`src/cdec_settings.svh`:
```
`ifndef CDEC_SETTINGS_SVH
`define CDEC_SETTINGS_SVH

// extension switches
// 1 means the extension is built in

// Zcb code-size reduction subset
`define CDEC_ZC_EXT 1'b1

// integer multiply
`define CDEC_M_EXT 1'b1

// bit manipulation (sext/zext forms)
`define CDEC_B_EXT 1'b1

// word widths
// full instruction word
`define CDEC_ILEN 32
// compressed halfword
`define CDEC_CLEN 16

`endif

```
`src/cdec_pkg.sv`:
```
`include "cdec_settings.svh"

`default_nettype none

package cdec_pkg;

  ////////////////////////////////////////
  // word types
  ////////////////////////////////////////

  // full length instruction word
  typedef logic [`CDEC_ILEN-1:0] instr_t;
  // compressed halfword
  typedef logic [`CDEC_CLEN-1:0] cinstr_t;

  ////////////////////////////////////////
  // encodings
  ////////////////////////////////////////

  // major opcodes of the expanded word
  typedef enum logic [6:0] {
    OPCODE_OPIMM  = 7'h13,
    OPCODE_OP     = 7'h33,
    OPCODE_LUI    = 7'h37,
    OPCODE_LOAD   = 7'h03,
    OPCODE_STORE  = 7'h23,
    OPCODE_JAL    = 7'h6f,
    OPCODE_JALR   = 7'h67,
    OPCODE_BRANCH = 7'h63,
    OPCODE_SYSTEM = 7'h73
  } opcode_e;

  // low two bits of a fetched word
  // 11 marks a 32-bit instruction
  typedef enum logic [1:0] {
    Q0   = 2'b00,
    Q1   = 2'b01,
    Q2   = 2'b10,
    FULL = 2'b11
  } quadrant_e;

  // register numbers
  localparam logic [4:0] REG_RA = 5'd1;
  localparam logic [4:0] REG_SP = 5'd2;
  // upper bits of a 3-bit register field, selects x8..x15
  localparam logic [1:0] CREG_PREFIX = 2'b01;

  // ebreak has funct12 of 1 and all other fields zero
  localparam instr_t EBREAK_WORD = {12'h001, 5'd0, 3'b000, 5'd0, OPCODE_SYSTEM};

endpackage

`default_nettype wire

```
`src/cdec_quadrant0.sv`:
```
`include "cdec_settings.svh"

`timescale 1ns/1ps
`default_nettype none

module cdec_quadrant0 #(
  parameter bit ZC_EXT = `CDEC_ZC_EXT
) (
  input  cdec_pkg::cinstr_t cinstr_i,
  output cdec_pkg::instr_t  instr_o,
  output logic              illegal_o
);

  import cdec_pkg::*;

  // short local name for the halfword
  logic [`CDEC_CLEN-1:0] c;
  // expanded register numbers of the 3-bit fields
  logic [4:0] rs1c;
  logic [4:0] rdc;
  // c.lw expansion, also the word for illegal slots
  instr_t lw_word;

  assign c    = cinstr_i;
  assign rs1c = {CREG_PREFIX, c[9:7]};
  assign rdc  = {CREG_PREFIX, c[4:2]};

  // offset bits 6 | 5:3 | 2 come from c[5] c[12:10] c[6]
  assign lw_word = {5'b0, c[5], c[12:10], c[6], 2'b00, rs1c, 3'b010, rdc, OPCODE_LOAD};

  always_comb begin
    instr_o   = lw_word;
    illegal_o = 1'b0;

    case (c[15:13])
      3'b000: begin
        // c.addi4spn becomes addi rd' x2 nzuimm
        instr_o = {2'b0, c[10:7], c[12:11], c[5], c[6], 2'b00, REG_SP, 3'b000, rdc,
                   OPCODE_OPIMM};
        // zero immediate is reserved
        if (c[12:5] == 8'b0) begin
          illegal_o = 1'b1;
        end
      end

      3'b010: begin
        // c.lw
        instr_o = lw_word;
      end

      3'b110: begin
        // c.sw becomes sw rs2' offset(rs1')
        instr_o = {5'b0, c[5], c[12], rdc, rs1c, 3'b010, c[11:10], c[6], 2'b00, OPCODE_STORE};
      end

      3'b100: begin
        if (ZC_EXT) begin
          case (c[12:10])
            // c.lbu with a two bit offset
            3'b000: instr_o = {10'b0, c[5], c[6], rs1c, 3'b100, rdc, OPCODE_LOAD};
            // c.lh and c.lhu share a slot
            // bit 6 set selects sign extension
            3'b001: instr_o = {10'b0, c[5], 1'b0, rs1c, ~c[6], 2'b01, rdc, OPCODE_LOAD};
            // c.sb
            3'b010: instr_o = {7'b0, rdc, rs1c, 3'b000, 3'b000, c[5], c[6], OPCODE_STORE};
            3'b011: begin
              // c.sh
              instr_o = {7'b0, rdc, rs1c, 3'b001, 3'b000, c[5], 1'b0, OPCODE_STORE};
              // halfword store must be aligned
              if (c[6]) begin
                illegal_o = 1'b1;
              end
            end
            default: begin
              // remaining Zcb load/store slots unused
              illegal_o = 1'b1;
            end
          endcase
        end else begin
          illegal_o = 1'b1;
        end
      end

      default: begin
        // float load/store and reserved slots
        illegal_o = 1'b1;
      end
    endcase
  end

endmodule

`default_nettype wire

```
`src/cdec_quadrant1.sv`:
```
`include "cdec_settings.svh"

`timescale 1ns/1ps
`default_nettype none

module cdec_quadrant1 #(
  parameter bit ZC_EXT = `CDEC_ZC_EXT,
  parameter bit M_EXT  = `CDEC_M_EXT,
  parameter bit B_EXT  = `CDEC_B_EXT
) (
  input  cdec_pkg::cinstr_t cinstr_i,
  output cdec_pkg::instr_t  instr_o,
  output logic              illegal_o
);

  import cdec_pkg::*;

  logic [`CDEC_CLEN-1:0] c;
  // rd'/rs1' and rs2' as full register numbers
  logic [4:0] rsdc;
  logic [4:0] rs2c;
  // c.and expansion, reused for illegal register-register slots
  instr_t and_word;

  assign c    = cinstr_i;
  assign rsdc = {CREG_PREFIX, c[9:7]};
  assign rs2c = {CREG_PREFIX, c[4:2]};

  assign and_word = {7'b0, rs2c, rsdc, 3'b111, rsdc, OPCODE_OP};

  always_comb begin
    instr_o   = and_word;
    illegal_o = 1'b0;

    case (c[15:13])
      ////////////////////////////////////////
      // immediates and jumps
      ////////////////////////////////////////
      3'b000: begin
        // c.addi and c.nop
        instr_o = {{7{c[12]}}, c[6:2], c[11:7], 3'b000, c[11:7], OPCODE_OPIMM};
      end

      3'b001, 3'b101: begin
        // c.jal links to ra
        // c.j links to x0
        instr_o = {c[12], c[8], c[10:9], c[6], c[7], c[2], c[11], c[5:3], {9{c[12]}},
                   c[15] ? 5'd0 : REG_RA, OPCODE_JAL};
      end

      3'b010: begin
        // c.li adds to x0
        // rd of x0 is a hint and expands the same way
        instr_o = {{7{c[12]}}, c[6:2], 5'd0, 3'b000, c[11:7], OPCODE_OPIMM};
      end

      3'b011: begin
        if (c[11:7] == REG_SP) begin
          // c.addi16sp scales the immediate by 16
          instr_o = {{3{c[12]}}, c[4:3], c[5], c[2], c[6], 4'b0, REG_SP, 3'b000, REG_SP,
                     OPCODE_OPIMM};
        end else begin
          // c.lui
          instr_o = {{15{c[12]}}, c[6:2], c[11:7], OPCODE_LUI};
        end
        // zero immediate is reserved for both forms
        if ({c[12], c[6:2]} == 6'b0) begin
          illegal_o = 1'b1;
        end
      end

      ////////////////////////////////////////
      // arithmetic on x8..x15
      ////////////////////////////////////////
      3'b100: begin
        case (c[11:10])
          2'b00, 2'b01: begin
            // c.srli and c.srai
            // bit 10 picks the arithmetic form
            instr_o = {1'b0, c[10], 5'b0, c[6:2], rsdc, 3'b101, rsdc, OPCODE_OPIMM};
            // shamt[5] is not valid on RV32
            if (c[12]) begin
              illegal_o = 1'b1;
            end
          end

          2'b10: begin
            // c.andi
            instr_o = {{7{c[12]}}, c[6:2], rsdc, 3'b111, rsdc, OPCODE_OPIMM};
          end

          default: begin
            case ({c[12], c[6:5]})
              3'b000: instr_o = {7'b0100000, rs2c, rsdc, 3'b000, rsdc, OPCODE_OP};
              3'b001: instr_o = {7'b0, rs2c, rsdc, 3'b100, rsdc, OPCODE_OP};
              3'b010: instr_o = {7'b0, rs2c, rsdc, 3'b110, rsdc, OPCODE_OP};
              3'b011: instr_o = and_word;
              3'b110: begin
                // c.mul
                if (ZC_EXT && M_EXT) begin
                  instr_o = {7'b0000001, rs2c, rsdc, 3'b000, rsdc, OPCODE_OP};
                end else begin
                  illegal_o = 1'b1;
                end
              end
              3'b111: begin
                // Zcb unary group, selected by the rs2' field
                if (ZC_EXT) begin
                  case (c[4:2])
                    3'b000: begin
                      // c.zext.b is andi with 0xff
                      instr_o = {12'h0ff, rsdc, 3'b111, rsdc, OPCODE_OPIMM};
                    end
                    3'b001: begin
                      // c.sext.b
                      instr_o = {12'h604, rsdc, 3'b001, rsdc, OPCODE_OPIMM};
                      illegal_o = ~B_EXT;
                    end
                    3'b010: begin
                      // c.zext.h uses the zext.h encoding of OP
                      instr_o = {12'h080, rsdc, 3'b100, rsdc, OPCODE_OP};
                      illegal_o = ~B_EXT;
                    end
                    3'b011: begin
                      // c.sext.h
                      instr_o = {12'h605, rsdc, 3'b001, rsdc, OPCODE_OPIMM};
                      illegal_o = ~B_EXT;
                    end
                    3'b101: begin
                      // c.not is xori with all ones
                      instr_o = {12'hfff, rsdc, 3'b100, rsdc, OPCODE_OPIMM};
                    end
                    default: begin
                      // c.zext.w is RV64 only, the rest unused
                      illegal_o = 1'b1;
                    end
                  endcase
                end else begin
                  illegal_o = 1'b1;
                end
              end
              default: begin
                // c.subw and c.addw are RV64 only
                illegal_o = 1'b1;
              end
            endcase
          end
        endcase
      end

      default: begin
        // c.beqz and c.bnez
        // bit 13 becomes funct3[0]
        instr_o = {{4{c[12]}}, c[6:5], c[2], 5'd0, rsdc, 2'b00, c[13], c[11:10], c[4:3],
                   c[12], OPCODE_BRANCH};
      end
    endcase

    // a disabled Zcb unary op keeps the and form
    if (illegal_o && (c[15:13] == 3'b100) && (c[11:10] == 2'b11)) begin
      instr_o = and_word;
    end
  end

endmodule

`default_nettype wire

```
`src/cdec_quadrant2.sv`:
```
`include "cdec_settings.svh"

`timescale 1ns/1ps
`default_nettype none

module cdec_quadrant2 (
  input  cdec_pkg::cinstr_t cinstr_i,
  output cdec_pkg::instr_t  instr_o,
  output logic              illegal_o
);

  import cdec_pkg::*;

  logic [`CDEC_CLEN-1:0] c;
  // full register fields of quadrant 2
  logic [4:0] rd;
  logic [4:0] rs2;
  // c.lwsp expansion, also the word for the float slots
  instr_t lwsp_word;

  assign c   = cinstr_i;
  assign rd  = c[11:7];
  assign rs2 = c[6:2];

  // offset bits 7:6 | 5 | 4:2
  assign lwsp_word = {4'b0, c[3:2], c[12], c[6:4], 2'b00, REG_SP, 3'b010, rd, OPCODE_LOAD};

  always_comb begin
    instr_o   = lwsp_word;
    illegal_o = 1'b0;

    case (c[15:13])
      3'b000: begin
        // c.slli
        // rd or shamt of zero is a hint and expands as is
        instr_o = {7'b0, rs2, rd, 3'b001, rd, OPCODE_OPIMM};
        if (c[12]) begin
          illegal_o = 1'b1;
        end
      end

      3'b010: begin
        // c.lwsp
        // loading into x0 is reserved
        instr_o = lwsp_word;
        if (rd == 5'd0) begin
          illegal_o = 1'b1;
        end
      end

      ////////////////////////////////////////
      // jumps, moves and adds
      ////////////////////////////////////////
      3'b100: begin
        if (!c[12]) begin
          if (rs2 == 5'd0) begin
            // c.jr
            instr_o = {12'b0, rd, 3'b000, 5'd0, OPCODE_JALR};
            // rs1 of x0 is reserved
            if (rd == 5'd0) begin
              illegal_o = 1'b1;
            end
          end else begin
            // c.mv adds rs2 to x0
            instr_o = {7'b0, rs2, 5'd0, 3'b000, rd, OPCODE_OP};
          end
        end else begin
          if (rs2 == 5'd0) begin
            if (rd == 5'd0) begin
              instr_o = EBREAK_WORD;
            end else begin
              // c.jalr links to ra
              instr_o = {12'b0, rd, 3'b000, REG_RA, OPCODE_JALR};
            end
          end else begin
            // c.add
            instr_o = {7'b0, rs2, rd, 3'b000, rd, OPCODE_OP};
          end
        end
      end

      3'b110: begin
        // c.swsp with offset bits 7:6 | 5:2
        instr_o = {4'b0, c[8:7], c[12], rs2, REG_SP, 3'b010, c[11:9], 2'b00, OPCODE_STORE};
      end

      default: begin
        // float stack loads and stores
        illegal_o = 1'b1;
      end
    endcase
  end

endmodule

`default_nettype wire

```
`src/cdec_expand_stage.sv`:
```
`include "cdec_settings.svh"

`timescale 1ns/1ps
`default_nettype none

module cdec_expand_stage #(
  parameter bit ZC_EXT = `CDEC_ZC_EXT,
  parameter bit M_EXT  = `CDEC_M_EXT,
  parameter bit B_EXT  = `CDEC_B_EXT
) (
  input  logic             clk,
  input  logic             reset_i,
  input  logic             valid_i,
  input  cdec_pkg::instr_t instr_i,
  output logic             valid_o,
  output cdec_pkg::instr_t instr_o,
  output logic             is_compressed_o,
  output logic             illegal_o
);

  import cdec_pkg::*;

  ////////////////////////////////////////
  // quadrant expanders
  ////////////////////////////////////////

  // lower halfword goes to all three in parallel
  cinstr_t   cinstr;
  quadrant_e quad;

  instr_t q0_instr;
  instr_t q1_instr;
  instr_t q2_instr;
  logic   q0_illegal;
  logic   q1_illegal;
  logic   q2_illegal;

  // selected result before the register
  instr_t sel_instr;
  logic   sel_compressed;
  logic   sel_illegal;

  assign cinstr = instr_i[`CDEC_CLEN-1:0];
  assign quad   = quadrant_e'(instr_i[1:0]);

  cdec_quadrant0 #(
    .ZC_EXT (ZC_EXT)
  ) u_q0 (
    .cinstr_i  (cinstr),
    .instr_o   (q0_instr),
    .illegal_o (q0_illegal)
  );

  cdec_quadrant1 #(
    .ZC_EXT (ZC_EXT),
    .M_EXT  (M_EXT),
    .B_EXT  (B_EXT)
  ) u_q1 (
    .cinstr_i  (cinstr),
    .instr_o   (q1_instr),
    .illegal_o (q1_illegal)
  );

  cdec_quadrant2 u_q2 (
    .cinstr_i  (cinstr),
    .instr_o   (q2_instr),
    .illegal_o (q2_illegal)
  );

  // pick by the low two bits
  always_comb begin
    sel_compressed = (quad != FULL);
    case (quad)
      Q0: begin
        sel_instr   = q0_instr;
        sel_illegal = q0_illegal;
      end
      Q1: begin
        sel_instr   = q1_instr;
        sel_illegal = q1_illegal;
      end
      Q2: begin
        sel_instr   = q2_instr;
        sel_illegal = q2_illegal;
      end
      default: begin
        // 32-bit word goes through untouched
        sel_instr   = instr_i;
        sel_illegal = 1'b0;
      end
    endcase
  end

  ////////////////////////////////////////
  // pipeline register into decode
  ////////////////////////////////////////

  // data only loads on a valid word
  always_ff @(posedge clk) begin
    if (reset_i) begin
      valid_o         <= 1'b0;
      instr_o         <= '0;
      is_compressed_o <= 1'b0;
      illegal_o       <= 1'b0;
    end else begin
      valid_o <= valid_i;
      if (valid_i) begin
        instr_o         <= sel_instr;
        is_compressed_o <= sel_compressed;
        illegal_o       <= sel_illegal;
      end
    end
  end

endmodule

`default_nettype wire

```
`config.mk`:
```
export PLATFORM = sky130hd
export DESIGN_NAME = cdec_expand_stage
export DESIGN_NICKNAME = d
export VERILOG_FILES = /design/src/cdec_pkg.sv /design/src/cdec_quadrant0.sv /design/src/cdec_quadrant1.sv /design/src/cdec_quadrant2.sv /design/src/cdec_expand_stage.sv
export VERILOG_INCLUDE_DIRS = /design/src /design/src/src
export SDC_FILE = /design/constraint.sdc
export NUM_CORES = 1
export LEC_CHECK = 0
export BUFFER_PORTS_ARGS = -buffer_cell sky130_fd_sc_hd__buf_2
export CAP_MARGIN = 25
export CORE_MARGIN = 2
export CORE_UTILIZATION = 40
export DETAILED_ROUTE_END_ITERATION = 7
export PLACE_DENSITY_LB_ADDON = 0.25
export SLEW_MARGIN = 20
export SYNTH_ARGS = -nofsm -noshare
export SYNTH_HDL_FRONTEND = slang
export SYNTH_SLANG_ARGS = --single-unit
```
`constraint.sdc`:
```
create_clock -name clk -period 2.5 [get_ports clk]
set_input_delay 0.375 -clock clk [delete_from_list [all_inputs] [get_ports clk]]
set_output_delay 0.375 -clock clk [all_outputs]
set_load 0.02 [all_outputs]
```
Yosys cells after proc, flatten, opt, wreduce, memory -nomap -nowiden:

Index checks and enable logic that the tools add are counted.

* output and inout port bits: 35
* flip-flop bits (word level): 35
* input bits: 35
* word-level logic and storage cells: 78

* reduce and logical (&&, ||, !) cells: 18
* eq/ne operators: 25
* bitwise gates (word level): 1
* mux-type cells: 30

Operators with widths (number)
* $pmux 32 s5: 3
* $pmux 32 s3: 2
* $pmux 27 s4: 1
* $pmux 30 s3: 1
* $mux 25: 3
* $pmux 32 s2: 1
* $mux 32: 1
* $mux 29: 1
* $eq 3x2->1 const B: 8
* $mux 21: 1
* $eq 3x3->1 const B: 6
* $eq 3x1->1 const B: 4
* $logic_not 3->1: 4
* $logic_not 5->1: 2
* $reduce_or 5->1: 2
* $mux 1: 9
* $logic_not 8->1: 1
* $pmux 1 s2: 4
* $eq 2x2->1 const B: 3
* $logic_not 6->1: 1
* $pmux 1 s3: 2
* $reduce_or 2->1: 3
* $eq 5x2->1 const B: 1
* $eq 2x1->1 const B: 2
* other kinds (6): 8

Depth between registers and ports, before layout:

Gate-level depths: netlist (run 1).

* depth in word-level cells: 10
* mapped depth: 8
* mapped depth without buffers: 6

Modules after synthesis:

Synthesis (run 1) repeated with hierarchy kept, for this count alone.

* cell total of the unflattened synthesis: 460
* area, all modules: 3834.9 µm²

Modules (own cells, without submodules)
* cdec_expand_stage: cells an instance 159, times used 1, area an instance 2034.5 µm², sequential area each 700.7 µm²
* cdec_quadrant1: cells an instance 172, times used 1, area an instance 948.4 µm², sequential area each 0.0 µm²
* cdec_quadrant0: cells an instance 71, times used 1, area an instance 485.5 µm², sequential area each 0.0 µm²
* cdec_quadrant2: cells an instance 58, times used 1, area an instance 366.6 µm², sequential area each 0.0 µm²

Least setup slack after synthesis (run 1):

Ideal clock, no wire load.

* path type: input to register
* from: input port instr_i[9]
* to: register instr_o[26]
* path slack: 631 ps
* cell stages on the path: 5
* library setup time: 122 ps
* data arrival time: 1748 ps
* path buffers: 1
* required time: 2378 ps
* path through: clkbuf_1 nor4_4 a41oi_1 a2111o_1 a221o_1

* longest elaborated chain between the ends: 5

Ends and longest elaborated chain
* from (decl): RTL line cdec_expand_stage.sv:14 `input cdec_pkg::instr_t instr_i,`
* $eq 5x2->1: RTL line cdec_quadrant1.sv:58 `if (c[11:7] == REG_SP) begin`
* $mux 29: RTL line cdec_quadrant1.sv:58
* $pmux 32 s5: RTL line cdec_quadrant1.sv:35 `case (c[15:13])`
* $mux 32: RTL line cdec_quadrant1.sv:160 `if (illegal_o && (c[15:13] == 3'b100) && (c[11:10] == 2'b11)) begin`
* $pmux 32 s3: RTL line cdec_expand_stage.sv:73 `case (quad)`
* to (signal assigned): RTL line cdec_expand_stage.sv:108 `instr_o <= sel_instr;`
* to (decl): RTL line cdec_expand_stage.sv:16 `output cdec_pkg::instr_t instr_o,`

Every way passes these cells.
A chain may end at the register's enable or synchronous reset.

Worst setup path after layout (run 1):

* from: input port instr_i[13]
* to: register instr_o[31]

* longest elaborated chain between the ends: 6
* elaborated cells between the ends (all ways): 13
* those cells by class: eq/ne: 5; mux: 4; reduce/logical: 4

Ends and longest elaborated chain (RTL line)
* $eq 3x3->1 / $eq 3x2->1 (equally long branches)
* $pmux 1 s2: cdec_quadrant1.sv:35
* $logic_and 1x1->1 (2 in series): cdec_quadrant1.sv:160
* $mux 32 *: cdec_quadrant1.sv:160
* $pmux 32 s3 *: cdec_expand_stage.sv:73

Every way passes the cells marked *; elsewhere a longest branch is shown, timed or not.

==> results of run 1 <==
## kinds of logic after synthesis
family,count (synthesis)
multiplexers,3
buffers and inverters,74
flip-flops,35
XOR/XNOR,1
AO/OA/AOI/OAI,216
AND/OR/NAND/NOR,194
## tightest hold or removal path, delay by kind of cell
family | cells | cell delay [ns]
buffers and inverters | 1 | 0.10
AOI/OAI and AO/OA | 1 | 0.09
and+or+nand+nor | 1 | 0.06
## sequential cells by signal, summed over array words and instances, names as in the netlist
name             cells
is_compressed_o      1
valid_o              1
instr_o             32
illegal_o            1
## routing by layer
layer  wire length (µm)  GRT usage (%)  vias up
li1                   -              -     2143
met1               6820           46.8     2237
met2               7400           54.0      379
met3               1890           5.87       85
met4               1020           17.4        0
met5                  0              0        -
## worst min path at each step
stage,from,end,slack (ns),depth (start not counted)
global route,instr_i[31],instr_o[31],0.38,3
finish,instr_i[31],instr_o[31],0.38,3
detailed placement,instr_o[5],instr_o[5],0.44,2
global placement,instr_o[10],instr_o[10],0.43,1
floorplan,instr_i[31],instr_o[31],0.53,2
CTS,instr_i[31],instr_o[31],0.37,3
## Yosys cell counts, types with 5 or more instances
cell        n  area (µm²)
o21ai_0    46         230
clkbuf_1   35         131
o211ai_1    5        37.5
nor3_1     12        60.1
a22oi_1     5        37.5
inv_1      16        60.1
a211oi_1   15         113
dfxtp_1    35         701
nand4_1     6        37.5
nand3_1    18        90.1
a31oi_1    16         100
o22ai_1     7        43.8
nand2b_1   13        81.3
buf_2      13        65.1
a311oi_1    7        61.3
nand2_1    50         188
a2111oi_0   5        43.8
a21oi_1    36         180
a32oi_1     6        52.6
nor2_1     52         195
o311ai_0    5        43.8
o31ai_1     9        67.6
a21o_1      7        52.6
nor2b_1     9        56.3
buf_1       8        30.0
## where the power goes
part | total [mW] | switching, mW | internal [mW]
logic | 0.694 | 0.451 | 0.243
registers | 0.620 | 0.0227 | 0.597
clock network | 0.536 | 0.239 | 0.297
total | 1.85 | 0.713 | 1.14
## area by class of cell
type | instances | share of cell area, %
Clock buffer | 5 | 1.58
Clock inverter | 3 | 1.01
Inverter | 16 | 1.38
Multi-Input combinational cell | 414 | 58.0
Sequential cell | 35 | 16.1
Tap cell | 108 | 3.11
Timing Repair Buffer | 132 | 18.8
==> impl_results.md, run 1 <==
- H-tree depth: 2
- Clk_skew: 0 ns
- Yosys warns: 0
- Critical path startpoint: instr_i[13]
- HPWL after detailed placement: between 10000 and 15000 µm
- N_diodes: 0
- Placed instance count: 705
- Total vias in the final route: roughly 4.8k
- Achievable frequency: 506 MHz
- Worst hold path type: in2reg
- Pwr Total: 1.85 mW
- Mapped Area: 3530 µm²
- Initial Utilization: 40.8%
- CTS-repair resized insts: 0
- Area grow syn2layout: 23.3%
- Share of layout cells above drive strength 1: 25.6%
- Post-synth cell types: 74
- WP data arrival: 2.18 ns
- Maximum resistive drop on vdd: 0.230 mV
- Async SR Flop Fraction: 0%
- Die area: 9590 µm²
- Vias per cell: 6.79
- Rel. slew slack: 60.7%
- Number of global-route vias before repair: 4532
- Core Area: 8640 µm²
- Maxcap violations: 0
- RSZ-0062 raised after global routing: no
- Mux contribution to synthesized area: 0.851%
- Crit end category: register
- Register bit total from synthesis: 35
- Initial DRC Count: between 600 and 700
- P per Cell Area: 425 nW/µm²
- Worst stage delay on the critical path: 0.37 ns
- Post-Place Setup Slack: roughly 0.25 ns
- Clk Tree Root Cell: clkbuf_8
- Critical register-to-register path startpoint: instr_o[27]
- Die Y-Extent: around 98 µm
- Gr usage total: a little over a third
- Nature of the critical path startpoint: input port
- Setup CP Type: in2reg
- Top delay family on crit path: compound AO/OA/AOI/OAI gates
- Reg2reg end: instr_o[27]
- CTS tree: yes
- Slowest-stage cell, CP: a21oi_2
- Synth Area in Compound Gates: approximately 42%
- Fillers: between 900 and 1k
- Simple-Gate Fraction of Synth Area: 28.1%
- CTS sink cnt: 35
- CTS max path bufs: 2
- Cell Area, Placed: roughly 4200 µm²
- Hold Fails Final Rpt: 0
- Global route overflow: 0
- Cell Chain, Critical Path: buf_2 -> and4bb_2 -> and3_1 -> a21oi_2 -> o21ai_0 -> a311oi_1
- Setup bufs post-CTS: 0
- Most common cell after layout, fill and taps aside: buf_2
- Routability cong.: 1.12
- Most frequent cells in the layout: 69 x buf_2, 63 x buf_4, 52 x nor2_1, 50 x nand2_1, 46 x o21ai_0
- Register Area: 701 µm²
- Clock slew seen by the registers of the worst setup and hold paths: 0.08 ns
- Buf/Inv on CP: 1
- Input/output buffers: 69
- Largest net degree at the start of global routing: 31
- Multi-input gate area: 2520 µm²
- IO Pins: 70
- Syn_nets: roughly 560
- Antenna violations before repair: 0
- Slew @ Worst Pin: 0.582 ns
- R2R depth: 4
- Leak: 1.80 nW
- Post-synthesis adder-cell area fraction: 0%
- Ys flop type: dfxtp_1
- Core Rows: 34
- Setup slack, reg-to-reg: 1.39 ns
- Min Tclk post-route: 1.98 ns
- DRC Markers: 0
- Final core occ: 50.3%
- DR pass1 iterations: 5
- Critical Path RT: 2.70 ns
- Syn Area/Cell: slightly below 7 µm²
- Critical path depth: 6
- Tcrit/Tclk final: 79.1%
- Post-Synthesis Cells: 523
- Antenna Nets Post-Route: 0
- CTS Hold Bufs: 0
- EDFF count, synth: 0
- Clock Latency Late Sink: 0.29 ns
- Fin area: 4350 µm²
- Post-Synth XOR/XNOR Area: 0.248%
- CP Max Fanout: 23
- Largest family of logic cells by synthesized area: compound AO/OA/AOI/OAI gates
- Status: finished clean
- CP Capture Point: instr_o[31]
- Final WS setup: 0.522 ns
- Final Max Slew Viols: 0
- Setup_tns: 0 ns
- Final nets: 639
- Cell Count, Final, Fillers Out: 713
- Sequential share of the synthesized area: 19.9%
- Num CTS Buffers: 5
- Die X: 97.9 µm
- First-pass GRT wire length: ~26000 µm
- Wirelength per Cell: 24.0 µm
- WHS: 0.376 ns
- Detailed Route WL: around 17000 µm
- Final setup vio count: 0
(Power assumes the default switching activity.)
==> run 2: changes to the inputs <==
- ABC_AREA: unset -> 1
- clock period: 2.5 -> 2 ns (I/O delays scaled with it)
==> run 2 against run 1 <==
  * Via count rose by 3.0%
  * Global-route usage fell by 0.63 points
  * Non-clock buffer count rose by 11
  * Hold slack got worse by 0.10 ns
  * Synthesized cell count rose by 24%
  * Critical path depth rose by 6
  * Flip-flop and latch count did not move
  * Area after synthesis fell by 0.28%
  * Utilization rose by 2.1 points
  * Final cell count rose by 23%
  * Clock skew did not move
  * Combinational power rose by 29%
  * Critical path type unchanged
  * Largest cell class unchanged
  * Largest power group unchanged
==> impl_results.md, run 2 <==
- Post-Place Setup Slack: 0.00505 ns (was 0.253 ns)
- Post-synth cell types: 32 (was 74)
- Gr usage total: 34.2% (was 34.9%)
- Largest net degree at the start of global routing: 45 (was 31)
- Vias per cell: 5.71 (was 6.79)
- H-tree depth: 2 (unchanged)
- Top-count cell post-synth: nand2_1 (was nor2_1)
- Clk_skew: 0 ns (unchanged)
- Placed instance count: 866 (was 705)
- Mapped Area: 3520 µm² (was 3530 µm²)
- Syn Area/Cell: 5.40 µm² (was 6.74 µm²)
- Status: finished clean (unchanged)
- Wirelength per Cell: 18.8 µm (was 24.0 µm)
- Leak: 2.29 nW (was 1.80 nW)
- Critical Path RT: 2.19 ns (was 2.70 ns)
- Number of flip-flops under the largest register name: 32 (unchanged)
- Share of layout cells above drive strength 1: 24.7% (was 25.6%)
- Ys flop type: dfxtp_1 (unchanged)
- First-pass GRT wire length: 25600 µm (was 26200 µm)
- CTS max path bufs: 2 (unchanged)
- Total vias in the final route: 4991 (was 4844)
- HPWL after detailed placement: 13000 µm (was 13100 µm)
- Die X: 97.8 µm (was 97.9 µm)
- Setup CP Type: in2reg (unchanged)
- Yosys warns: 0 (unchanged)
- Tcrit/Tclk final: 86.7%
- Final nets: 800 (was 639)
- Core Area: 8640 µm² (unchanged)
- Final Max Slew Viols: 0 (unchanged)
- IO Pins: 70 (unchanged)
- Min Tclk post-route: 1.73 ns
- Clk Tree Root Cell: clkbuf_8 (unchanged)
- CP Max Fanout: 9 (was 23)
- Routability cong.: 1.07 (was 1.12)
- Worst hold path type: in2reg (unchanged)
- Crit end category: register (unchanged)
- Hold Fails Final Rpt: 0 (unchanged)
- Antenna violations before repair: 0 (unchanged)
- Post-Synthesis Cells: 651 (was 523)
- Register bit total from synthesis: 35 (unchanged)
- Maximum resistive drop on vdd: 0.426 mV (was 0.230 mV)
- Core Rows: 34 (unchanged)
- Final WS setup: 0.267 ns (was 0.522 ns)
- Nature of the critical path startpoint: input port (unchanged)
- Initial Utilization: 40.7% (was 40.8%)
- CTS sink cnt: 35 (unchanged)
- Sequential share of the synthesized area: 19.9% (about the same)
- RSZ-0062 raised after global routing: no (unchanged)
- Global route overflow: 0 (unchanged)
- Most frequent cells in the layout: 223 x nand2_1, 81 x nor2_1, 70 x buf_4, 69 x buf_2, 66 x a21oi_1 (was 69 x buf_2, 63 x buf_4, 52 x nor2_1, 50 x nand2_1, 46 x o21ai_0)
- R2R depth: 2 (was 4)
- Clock slew seen by the registers of the worst setup and hold paths: 0.08 ns (about the same)
- Detailed Route WL: 16400 µm (was 17100 µm)
- N_diodes: 0 (unchanged)
- CTS Hold Bufs: 0 (unchanged)
- Fin area: 4530 µm² (was 4350 µm²)
- Die Y-Extent: 97.8 µm (was 97.9 µm)
- Antenna Nets Post-Route: 0 (unchanged)
- Achievable frequency: 577 MHz
- Final setup vio count: 0 (unchanged)
- Slew @ Worst Pin: 0.490 ns (was 0.582 ns)
- P per Cell Area: 509 nW/µm² (was 425 nW/µm²)
- Setup_tns: 0 ns (unchanged)
- DR pass1 iterations: 5 (unchanged)
- Commonest cells post-synth: 223 x nand2_1, 81 x nor2_1, 66 x a21oi_1 (was 52 x nor2_1, 50 x nand2_1, 46 x o21ai_0)
- Async SR Flop Fraction: 0% (unchanged)
- CTS-repair resized insts: 0 (unchanged)
- Rel. slew slack: 67.2% (was 60.7%)
- WHS: 0.272 ns (was 0.376 ns)
- Input/output buffers: 69 (unchanged)
- Dominant cells by area after synthesis: nand2_1 24%, dfxtp_1 20%, a21oi_1 9.4% (was dfxtp_1 20%, o21ai_0 6.5%, nor2_1 5.5%)
- Clock Latency Late Sink: 0.30 ns (was 0.29 ns)
- Setup bufs post-CTS: 0 (unchanged)
- Maxcap violations: 0 (unchanged)
- Num CTS Buffers: 5 (unchanged)
- Cell Area, Placed: 4420 µm² (was 4240 µm²)
- DRC Markers: 0 (unchanged)
- Worst hold stages: 3 (unchanged)
- Syn_nets: 686 (was 558)
- Cell Count, Final, Fillers Out: 874 (was 713)
- Area grow syn2layout: 28.9% (was 23.3%)
- Top cell type's share of synthesized area: 23.8% (was 19.9%)
- Post-synth top area cell: nand2_1 (was dfxtp_1)
- CTS tree: yes (unchanged)
- WP data arrival: 1.92 ns (was 2.18 ns)
- Die area: 9560 µm² (was 9590 µm²)
- Number of global-route vias before repair: 4777 (was 4532)
- Initial DRC Count: 510 (was 662)
- Final core occ: 52.5% (was 50.3%)
- Pwr Total: 2.31 mW (was 1.85 mW)
- Top reg by flops: instr_o (unchanged)
- Most common cell after layout, fill and taps aside: nand2_1 (was buf_2)
- EDFF count, synth: 0 (unchanged)
[run 2: where the power goes]
part | switching [mW] | total (mW) | internal, mW
registers | 0.0219 | 0.764 | 0.742
clock network | 0.280 | 0.651 | 0.371
logic | 0.585 | 0.892 | 0.307
total | 0.887 | 2.31 | 1.42
[run 2: cell type report]
| class | instances | area, µm² |
|---|---|---|
| well taps | 108 | 135 |
| multi-input cells | 530 | 2440 |
| clock inverters | 3 | 43.8 |
| fillers | 957 | 4100 |
| inverters | 50 | 190 |
| flip-flops and latches | 35 | 701 |
| repair buffers | 143 | 951 |
| clock buffers | 5 | 68.8 |
[run 2: critical path: stages]
cell and delay (ns):
buf_2 0.26, inv_2 0.18, nand2_2 0.22, inv_2 0.15, nand2_1 0.14, nand2_1 0.11
nor2_1 0.17, nand2_1 0.07, a21oi_1 0.13, nand2_1 0.09, nand2_1 0.06, a21oi_1 0.05
[run 2: path summary, 6_finish.rpt]
| path | slack (ns) | startpoint | endpoint |
|---|---|---|---|
| max | 0.27 | instr_i[15] | instr_o[22] |
| min | 0.27 | instr_i[31] | instr_o[31] |
| max reg2reg | 1.35 | instr_o[14] | instr_o[14] |
| min reg2reg | 0.46 | is_compressed_o | is_compressed_o |
[run 2: cell families (layout without fill, tap and decap cells)]
logic type,count (synthesis),in the layout,synth area share (%)
simple gates,390,390,48.0
flops,35,35,19.9
compound gates,140,140,21.5
buf+inv,86,201,10.6
[run 2: layer usage]
| layer | track usage [%] | part of all wire (%) | vias to the layer above |
|---|---|---|---|
| li1 | - | - | 2354 |
| met3 | 6.94 | 10 | 62 |
| met5 | 0 | 0 | - |
| met2 | 53.2 | 44 | 310 |
| met1 | 44.8 | 41 | 2265 |
| met4 | 18.2 | 5.6 | 0 |
